## config.mk

```make
export PLATFORM = sky130hd
export DESIGN_NAME = husky_top
export DESIGN_NICKNAME = d
export VERILOG_FILES = /design/src/rtl/husky_pkg.sv /design/src/rtl/usb_reg_bridge.sv /design/src/rtl/reg_status_led.sv /design/src/rtl/reg_target_io.sv /design/src/rtl/reg_trigger_select.sv /design/src/rtl/husky_top.sv
export SDC_FILE = /design/constraint.sdc
export NUM_CORES = 1
export LEC_CHECK = 0
export ABC_AREA = 1
export BUFFER_PORTS_ARGS = -buffer_cell sky130_fd_sc_hd__buf_2
export CORE_MARGIN = 4
export CORE_UTILIZATION = 53
export CTS_CLUSTER_SIZE = 8
export DETAILED_ROUTE_END_ITERATION = 10
export GPL_ROUTABILITY_DRIVEN = 0
export PLACE_DENSITY = 0.81
export SYNTH_ARGS = -nofsm -noshare
export SYNTH_HDL_FRONTEND = slang
export SYNTH_SLANG_ARGS = --single-unit
```

## constraint.sdc

```tcl
create_clock -name clk_usb_buf -period 3.5 [get_ports clk_usb_buf]
set_input_delay 0.525 -clock clk_usb_buf [delete_from_list [all_inputs] [get_ports clk_usb_buf]]
set_output_delay 0.525 -clock clk_usb_buf [all_outputs]
set_load 0.02 [all_outputs]
```

## src/rtl/husky_pkg.sv

```systemverilog
package husky_pkg;

   typedef logic [7:0] reg_addr_t;
   typedef logic [7:0] reg_data_t;
   typedef logic [4:0] trig_src_t;   // io1, io2, io3, io4, nrst from bit 0

   typedef struct packed {
      reg_addr_t addr;
      reg_data_t wdata;
      logic      rd;                 // One-cycle read strobe
      logic      wr;                 // One-cycle write strobe
   } reg_bus_t;

   typedef struct packed {
      logic val;
      logic oe;
   } pin_drive_t;

   typedef struct packed {
      pin_drive_t nrst;
      pin_drive_t pdid;
      pin_drive_t pdic;
      pin_drive_t mosi;
      pin_drive_t sck;
      pin_drive_t sam_miso;
   } target_pins_t;

   typedef enum logic [1:0] {
      BUS_IDLE  = 2'd0,
      BUS_WRITE = 2'd1,
      BUS_READ  = 2'd2
   } bus_state_e;

   // Register map
   localparam reg_addr_t ADDR_ID          = 8'h00;
   localparam reg_addr_t ADDR_STATUS      = 8'h01;
   localparam reg_addr_t ADDR_TARGET_CTRL = 8'h02;
   localparam reg_addr_t ADDR_TRIG_SRC    = 8'h03;
   localparam reg_addr_t ADDR_TRIG_MODE   = 8'h04;

   localparam reg_data_t BOARD_ID = 8'h5A;

   localparam int HEARTBEAT_BITS = 25;
   localparam int FLASH_BIT      = 22;   // Fast flash rate on error

   // ADDR_STATUS bits
   localparam int STAT_FIFO_ERR = 0;
   localparam int STAT_XADC_ERR = 1;

   // ADDR_TARGET_CTRL bits
   localparam int TCTL_POWER_OFF = 0;
   localparam int TCTL_AVRPROG   = 1;
   localparam int TCTL_NRST_OE   = 2;
   localparam int TCTL_NRST_VAL  = 3;
   localparam int TCTL_PDID_OE   = 4;
   localparam int TCTL_PDID_VAL  = 5;
   localparam int TCTL_PDIC_OE   = 6;
   localparam int TCTL_PDIC_VAL  = 7;

   // ADDR_TRIG_MODE bits
   localparam int TRIG_MODE_AND = 0;

endpackage

```

## src/rtl/usb_reg_bridge.sv

```systemverilog
`timescale 1ns/1ps

module usb_reg_bridge
   import husky_pkg::*;
(
   input  logic       clk_usb_buf,
   input  logic       rst_i,
   input  reg_addr_t  usb_addr_i,
   input  reg_data_t  usb_data_i,
   input  logic       usb_alen_i,
   input  logic       usb_cen_i,
   input  logic       usb_rdn_i,
   input  logic       usb_wrn_i,
   input  reg_data_t  rdata_i,
   output reg_data_t  usb_data_o,
   output logic       usb_data_oe_o,
   output reg_bus_t   bus_o
);

   bus_state_e state;
   reg_addr_t  addr_q;
   reg_data_t  wdata_q;
   reg_data_t  hold_q;
   logic       rd_q;
   logic       wr_q;
   logic       start_wr;
   logic       start_rd;

   // Only the first sampled low edge of a strobe starts a cycle
   assign start_wr = (state == BUS_IDLE) && !usb_cen_i && !usb_wrn_i;
   assign start_rd = (state == BUS_IDLE) && !usb_cen_i && !usb_rdn_i && usb_wrn_i;

   always_ff @(posedge clk_usb_buf) begin
      if (rst_i) begin
         state <= BUS_IDLE;
         rd_q  <= 1'b0;
         wr_q  <= 1'b0;
      end else begin
         rd_q <= 1'b0;
         wr_q <= 1'b0;
         case (state)
            BUS_IDLE: begin
               if (start_wr) begin
                  state <= BUS_WRITE;
                  wr_q  <= 1'b1;
               end else if (start_rd) begin
                  state <= BUS_READ;
                  rd_q  <= 1'b1;
               end
            end
            BUS_WRITE: if (usb_wrn_i) state <= BUS_IDLE;   // Wait for wrn to rise
            BUS_READ:  if (usb_rdn_i) state <= BUS_IDLE;
            default:   state <= BUS_IDLE;
         endcase
      end
   end

   // Address latch, open while ALE and CE are both low
   always_ff @(posedge clk_usb_buf) begin
      if (!usb_alen_i && !usb_cen_i) addr_q <= usb_addr_i;
   end

   always_ff @(posedge clk_usb_buf) begin
      if (start_wr) wdata_q <= usb_data_i;
   end

   // Merged peer data is valid during the read strobe
   always_ff @(posedge clk_usb_buf) begin
      if (rd_q) hold_q <= rdata_i;
   end

   assign bus_o = '{addr: addr_q, wdata: wdata_q, rd: rd_q, wr: wr_q};

   assign usb_data_o    = hold_q;
   assign usb_data_oe_o = (state == BUS_READ) && !rd_q && !usb_rdn_i;

   // Strobes are exclusive single-cycle pulses
   a_strobe_excl: assert property (@(posedge clk_usb_buf) disable iff (rst_i)
      !(rd_q && wr_q));
   a_rd_pulse: assert property (@(posedge clk_usb_buf) disable iff (rst_i)
      rd_q |=> !rd_q);
   a_wr_pulse: assert property (@(posedge clk_usb_buf) disable iff (rst_i)
      wr_q |=> !wr_q);

endmodule

```

## src/rtl/reg_status_led.sv

```systemverilog
`timescale 1ns/1ps

module reg_status_led
   import husky_pkg::*;
(
   input  logic       clk_usb_buf,
   input  logic       rst_i,
   input  reg_bus_t   bus_i,
   input  logic       fifo_error_i,
   input  logic       xadc_error_i,
   input  logic       pll_status_i,
   input  logic       glitch_led_i,
   output reg_data_t  rdata_o,
   output logic       led_adc_o,
   output logic       led_glitch_o
);

   logic [HEARTBEAT_BITS-1:0] heartbeat_q;
   logic [1:0]                flags_q;
   logic [1:0]                flag_set;
   logic [1:0]                flag_clr;
   logic                      error_any;

   assign flag_set[STAT_FIFO_ERR] = fifo_error_i;
   assign flag_set[STAT_XADC_ERR] = xadc_error_i;

   // Write one to clear
   assign flag_clr = (bus_i.wr && bus_i.addr == ADDR_STATUS) ? bus_i.wdata[1:0] : 2'b00;

   always_ff @(posedge clk_usb_buf) begin
      if (rst_i) begin
         flags_q     <= '0;
         heartbeat_q <= '0;
      end else begin
         flags_q     <= (flags_q & ~flag_clr) | flag_set;   // Set beats clear
         heartbeat_q <= heartbeat_q + 1'b1;
      end
   end

   always_comb begin
      rdata_o = '0;
      if (bus_i.rd) begin
         case (bus_i.addr)
            ADDR_ID:     rdata_o = BOARD_ID;
            ADDR_STATUS: rdata_o = reg_data_t'(flags_q);
            default:     rdata_o = '0;
         endcase
      end
   end

   assign error_any = |flags_q;

   // Both red LEDs flash together while an error is latched
   assign led_adc_o    = error_any ? heartbeat_q[FLASH_BIT] : ~pll_status_i;
   assign led_glitch_o = error_any ? heartbeat_q[FLASH_BIT] : glitch_led_i;

endmodule

```

## src/rtl/reg_target_io.sv

```systemverilog
`timescale 1ns/1ps

module reg_target_io
   import husky_pkg::*;
(
   input  logic          clk_usb_buf,
   input  logic          rst_i,
   input  reg_bus_t      bus_i,
   input  logic          sam_mosi_i,
   input  logic          sam_spck_i,
   input  logic          target_miso_i,
   output reg_data_t     rdata_o,
   output target_pins_t  pins_o,
   output logic          target_poweron_o
);

   reg_data_t ctrl_q;    // Host-visible control byte
   reg_data_t drive_q;   // Copy that the pin logic works from
   logic      power_off;
   logic      avrprog;

   always_ff @(posedge clk_usb_buf) begin
      if (rst_i) begin
         ctrl_q  <= '0;
         drive_q <= '0;
      end else begin
         if (bus_i.wr && bus_i.addr == ADDR_TARGET_CTRL) ctrl_q <= bus_i.wdata;
         drive_q <= ctrl_q;   // Pin stage, one cycle behind the register
      end
   end

   assign rdata_o = (bus_i.rd && bus_i.addr == ADDR_TARGET_CTRL) ? ctrl_q : '0;

   assign power_off        = drive_q[TCTL_POWER_OFF];
   assign avrprog          = drive_q[TCTL_AVRPROG];
   assign target_poweron_o = ~power_off;

   always_comb begin
      pins_o = '0;

      // MISO back to the SAM is on the board side, so power does not matter
      if (avrprog) begin
         pins_o.sam_miso = '{val: target_miso_i, oe: 1'b1};
      end

      if (!power_off) begin
         if (avrprog) begin
            pins_o.nrst = '{val: 1'b0, oe: 1'b1};   // Hold target in reset
            pins_o.mosi = '{val: sam_mosi_i, oe: 1'b1};
            pins_o.sck  = '{val: sam_spck_i, oe: 1'b1};
         end else begin
            if (drive_q[TCTL_NRST_OE]) begin
               pins_o.nrst = '{val: drive_q[TCTL_NRST_VAL], oe: 1'b1};
            end
            if (drive_q[TCTL_PDID_OE]) begin
               pins_o.pdid = '{val: drive_q[TCTL_PDID_VAL], oe: 1'b1};
            end
            if (drive_q[TCTL_PDIC_OE]) begin
               pins_o.pdic = '{val: drive_q[TCTL_PDIC_VAL], oe: 1'b1};
            end
         end
      end
   end

   // A power-off write floats every target pin once it reaches the pin stage
   a_power_off_float: assert property (@(posedge clk_usb_buf) disable iff (rst_i)
      ctrl_q[TCTL_POWER_OFF] |=> !(pins_o.nrst.oe || pins_o.pdid.oe || pins_o.pdic.oe
                                   || pins_o.mosi.oe || pins_o.sck.oe));

endmodule

```

## src/rtl/reg_trigger_select.sv

```systemverilog
`timescale 1ns/1ps

module reg_trigger_select
   import husky_pkg::*;
(
   input  logic       clk_usb_buf,
   input  logic       rst_i,
   input  reg_bus_t   bus_i,
   input  trig_src_t  trig_in_i,
   output reg_data_t  rdata_o,
   output logic       trigger_o
);

   trig_src_t mask_q;
   logic      mode_and_q;
   logic      or_hit;
   logic      and_hit;
   logic      trigger_q;

   always_ff @(posedge clk_usb_buf) begin
      if (rst_i) begin
         mask_q     <= '0;
         mode_and_q <= 1'b0;
      end else if (bus_i.wr) begin
         if (bus_i.addr == ADDR_TRIG_SRC) mask_q <= bus_i.wdata[4:0];
         if (bus_i.addr == ADDR_TRIG_MODE) mode_and_q <= bus_i.wdata[TRIG_MODE_AND];
      end
   end

   always_comb begin
      rdata_o = '0;
      if (bus_i.rd) begin
         case (bus_i.addr)
            ADDR_TRIG_SRC:  rdata_o = reg_data_t'(mask_q);
            ADDR_TRIG_MODE: rdata_o = reg_data_t'(mode_and_q);
            default:        rdata_o = '0;
         endcase
      end
   end

   assign or_hit = |(trig_in_i & mask_q);

   // Unmasked inputs count as high, an empty mask never fires
   assign and_hit = (mask_q != '0) && (&(trig_in_i | ~mask_q));

   always_ff @(posedge clk_usb_buf) begin
      if (rst_i) begin
         trigger_q <= 1'b0;
      end else begin
         trigger_q <= mode_and_q ? and_hit : or_hit;
      end
   end

   assign trigger_o = trigger_q;

   a_no_mask_no_trig: assert property (@(posedge clk_usb_buf) disable iff (rst_i)
      (mask_q == '0) |=> !trigger_o);

endmodule

```

## src/rtl/husky_top.sv

```systemverilog
`timescale 1ns/1ps

module husky_top
   import husky_pkg::*;
(
   input  logic          clk_usb_buf,
   input  logic          rst_i,

   // USB register bus from the microcontroller
   input  reg_addr_t     usb_addr_i,
   input  reg_data_t     usb_data_i,
   input  logic          usb_alen_i,
   input  logic          usb_cen_i,
   input  logic          usb_rdn_i,
   input  logic          usb_wrn_i,
   output reg_data_t     usb_data_o,
   output logic          usb_data_oe_o,

   // Status and LEDs
   input  logic          fifo_error_i,
   input  logic          xadc_error_i,
   input  logic          pll_status_i,
   input  logic          glitch_led_i,
   output logic          led_adc_o,
   output logic          led_glitch_o,

   // Target I/O
   input  logic          sam_mosi_i,
   input  logic          sam_spck_i,
   input  logic          target_miso_i,
   output target_pins_t  pins_o,
   output logic          target_poweron_o,

   // Trigger
   input  trig_src_t     trig_in_i,
   output logic          trigger_o
);

   reg_bus_t  reg_bus;
   reg_data_t rdata_status;
   reg_data_t rdata_target;
   reg_data_t rdata_trig;
   reg_data_t rdata_merged;

   // Unaddressed peers return zero
   assign rdata_merged = rdata_status | rdata_target | rdata_trig;

   usb_reg_bridge i_usb_reg_bridge (
      .clk_usb_buf   (clk_usb_buf),
      .rst_i         (rst_i),
      .usb_addr_i    (usb_addr_i),
      .usb_data_i    (usb_data_i),
      .usb_alen_i    (usb_alen_i),
      .usb_cen_i     (usb_cen_i),
      .usb_rdn_i     (usb_rdn_i),
      .usb_wrn_i     (usb_wrn_i),
      .rdata_i       (rdata_merged),
      .usb_data_o    (usb_data_o),
      .usb_data_oe_o (usb_data_oe_o),
      .bus_o         (reg_bus)
   );

   reg_status_led i_reg_status_led (
      .clk_usb_buf  (clk_usb_buf),
      .rst_i        (rst_i),
      .bus_i        (reg_bus),
      .fifo_error_i (fifo_error_i),
      .xadc_error_i (xadc_error_i),
      .pll_status_i (pll_status_i),
      .glitch_led_i (glitch_led_i),
      .rdata_o      (rdata_status),
      .led_adc_o    (led_adc_o),
      .led_glitch_o (led_glitch_o)
   );

   reg_target_io i_reg_target_io (
      .clk_usb_buf      (clk_usb_buf),
      .rst_i            (rst_i),
      .bus_i            (reg_bus),
      .sam_mosi_i       (sam_mosi_i),
      .sam_spck_i       (sam_spck_i),
      .target_miso_i    (target_miso_i),
      .rdata_o          (rdata_target),
      .pins_o           (pins_o),
      .target_poweron_o (target_poweron_o)
   );

   reg_trigger_select i_reg_trigger_select (
      .clk_usb_buf (clk_usb_buf),
      .rst_i       (rst_i),
      .bus_i       (reg_bus),
      .trig_in_i   (trig_in_i),
      .rdata_o     (rdata_trig),
      .trigger_o   (trigger_o)
   );

endmodule

```

==> summary.txt <==
Post-synth top area cell - dfxtp_1
Post-synth cell types - 34
GRT Residual Overflow - 0
Worst hold path type - in2reg
Synthesis-to-layout area growth - 15.9%
Lkg Pwr - 1.54 nW
Clk pin slew, worst setup/hold paths - 80 ps
Total power - 1.64 mW
CTS tree - yes
Final instance area - 3800 sq um
Root Driver - clkbuf_8
Crit Path Category - reg2out
Max Cap Viol - 0
WL/cell - 12.5 um
Post-CTS setup buffer count - 0
Minimum clock period - 1900 ps
Area after DPL - 3610 sq um
Fmax achieved - 525 MHz
Die area - 7500 sq um
Sequential share of the synthesized area - 53.8%
DRT Wirelength - 6740 um
Final ANT Viol Nets - 0
DRT iter0 DRCs - 215
Largest fanout on the critical path - 16
Arr. time, crit path - 1380 ps
Layout Skew - 11.1 ps
Post-DR vias/cell - 5.20
Placement Setup Slack - 1660 ps
Post-synth top flop - dfxtp_1
Final Cycle Share - 54.4%
Worst-Margin Slew - 629 ps
Vias - 2803
Delay-heaviest family, CP - flip-flops
Post-Syn Area - 3280 sq um
Final Worst Setup Slack - 1600 ps
Max rail drop VDD - 0.000259 V
I/O Pins - 59
Slowest CP cell - dfxtp_1
Ys async rst share - 0%
Total negative slack - 0 ps
Clock latency on the worst-skew pair - 340 ps
Kind of start point of the critical path - register
# fillers - 518
Post_cts resized - 0
Ranking of synthesized cells by area - dfxtp_1 32%, edfxtp_1 22%, nand2_1 7.9%
RSZ-0062 raised after global routing - false
Register area - 1760 sq um
Final Net Count - 494
Yosys warns - 0
Post-DP HPWL - 5060 um
Finished Layout Cells - 539
Worst path buffer plus inverter count - 1
Synth top area share - 31.8%
Core footprint - 5960 sq um
Finish-stage setup viols - 0
Number of synthesized flops with an enable pin - 24
Vias in the first global route - 2613
Worst setup EP type - output pin
Port bufs - 58
CTS buffer count - 9
Mapped Avg Cell Area - 8.19 sq um
Starting density of the core - 55.0%
Share of layout cells above drive strength 1 - 20.3%
First-pass GRT wire length - 11400 um
Die Ht - 86.6 um
Cells after Synth - 400
H-tree depth - 3
Placed Cells - 523
Cell Pwr Density - 432 nW/um^2
1st-pass router iterations - 5
CP max stage delay - 700 ps
Initial antenna violation count - 0
Cell chain of the critical path - nor2_1, buf_2
Std cell rows - 28
Slew headroom - 57.9%
Critical Path RT - 2970 ps
Multi-input logic area - 1270 sq um
Commonest non-fill, non-tap cell in the layout - nand2_1
Final Hold Fails - 0
Largest net degree at the start of global routing - 31
Mapped Nets - 435
CTS Hold Bufs - 0
GRT Util Overall - 19.3%
Status - finished clean
Yosys reg bits - 76
DRC viols - 0
Sink Count - 76
Clk buf depth - 2
Slew Limit Fails - 0
Die X - 86.6 um
Ant. Diodes - 0
Most frequent cells in the layout - 69 x nand2_1, 65 x nor2_1, 58 x buf_2, 52 x dfxtp_1, 50 x inv_1
==> worst reg2reg max path, delay by kind of cell, from the launching register on <==
family | cells | cell delay (ps)
AND/OR/NAND/NOR | 3 | 750
flip-flops | 1 | 700
buffers and inverters | 1 | 120
==> stage by stage <==
stage,utilization (%),hold WS [ps]
finish,63.7,351
global route,63.7,334
CTS,63.7,339
detailed placement,60.6,452
global placement,60.6,443
floorplan,-,424
==> sequential cells by signal, summed over array words and instances, names as in the netlist <==
| signal | cells |
|---|---|
| i_usb_reg_bridge.state | 2 |
| i_usb_reg_bridge.wr_q | 1 |
| i_reg_trigger_select.trigger_o | 1 |
| i_reg_status_led.heartbeat_q | 23 |
| i_reg_target_io.drive_q | 8 |
| i_reg_target_io.ctrl_q | 8 |
| i_usb_reg_bridge.rd_q | 1 |
| i_reg_status_led.flags_q | 2 |
| i_usb_reg_bridge.addr_q | 8 |
| i_usb_reg_bridge.usb_data_o | 8 |
| i_reg_trigger_select.mode_and_q | 1 |
| i_reg_trigger_select.mask_q | 5 |
| i_usb_reg_bridge.wdata_q | 8 |
==> synthesized netlist by cell type (4+ instances only) <==
| cell type | instances |
|---|---|
| nand2_1 | 69 |
| nor2_1 | 65 |
| dfxtp_1 | 52 |
| inv_1 | 50 |
| a21oi_1 | 32 |
| edfxtp_1 | 24 |
| nand3_1 | 23 |
| o21ai_0 | 22 |
| nand4_1 | 9 |
| clkbuf_1 | 5 |
| nor2_2 | 5 |
| o21ai_1 | 5 |
| nand2_2 | 4 |
==> metal layers <==
layer  global-route usage [%]  routed length, um  up-vias
met1                     24.8               3060     1255
met5                        0                  0        -
met2                     31.4               3080      114
met3                     2.95                439       13
met4                     9.77                157        0
li1                         -                  -     1421
==> cell type report <==
class / count / area share [%]
clock buffer: 11 / 3.46
clock inverter: 5 / 1.42
inverter: 53 / 5.24
multi-input combinational: 261 / 33.4
sequential: 76 / 46.4
tap: 75 / 2.47
timing repair buffer: 58 / 7.65
==> report_power, final <==
group | internal, mW | total [mW] | switching, mW | leakage [nW]
clock | 0.327 | 0.629 | 0.302 | 0.0971
combinational | 0.0268 | 0.0735 | 0.0468 | 0.792
sequential | 0.927 | 0.939 | 0.0122 | 0.649
==> worst paths after layout <==
| kind | from | to | slack, ps | cells after the start |
|---|---|---|---|---|
| setup / recovery | i_usb_reg_bridge.rd_q | usb_data_oe_o | 1600 | 2 |
| hold / removal | usb_addr_i[1] | i_usb_reg_bridge.addr_q[1] | 350 | 1 |
| setup reg to reg | i_usb_reg_bridge.rd_q | i_usb_reg_bridge.usb_data_o[3] | 1800 | 4 |
| hold reg to reg | i_reg_status_led.heartbeat_q[0] | i_reg_status_led.heartbeat_q[0] | 470 | 1 |
==> kinds of logic (layout without fill, tap and decap cells) <==
| kind of cell | Yosys count | in the layout | share of synthesized area [%] |
|---|---|---|---|
| XOR/XNOR | 4 | 4 | 1.07 |
| buffers and inverters | 63 | 127 | 7.56 |
| AO/OA/AOI/OAI | 65 | 65 | 10.4 |
| adder cells (fa/ha/maj) | 1 | 1 | 0.382 |
| AND/OR/NAND/NOR | 191 | 191 | 26.8 |
| flip-flops | 76 | 76 | 53.8 |
Power figures use the tool's default switching activity.
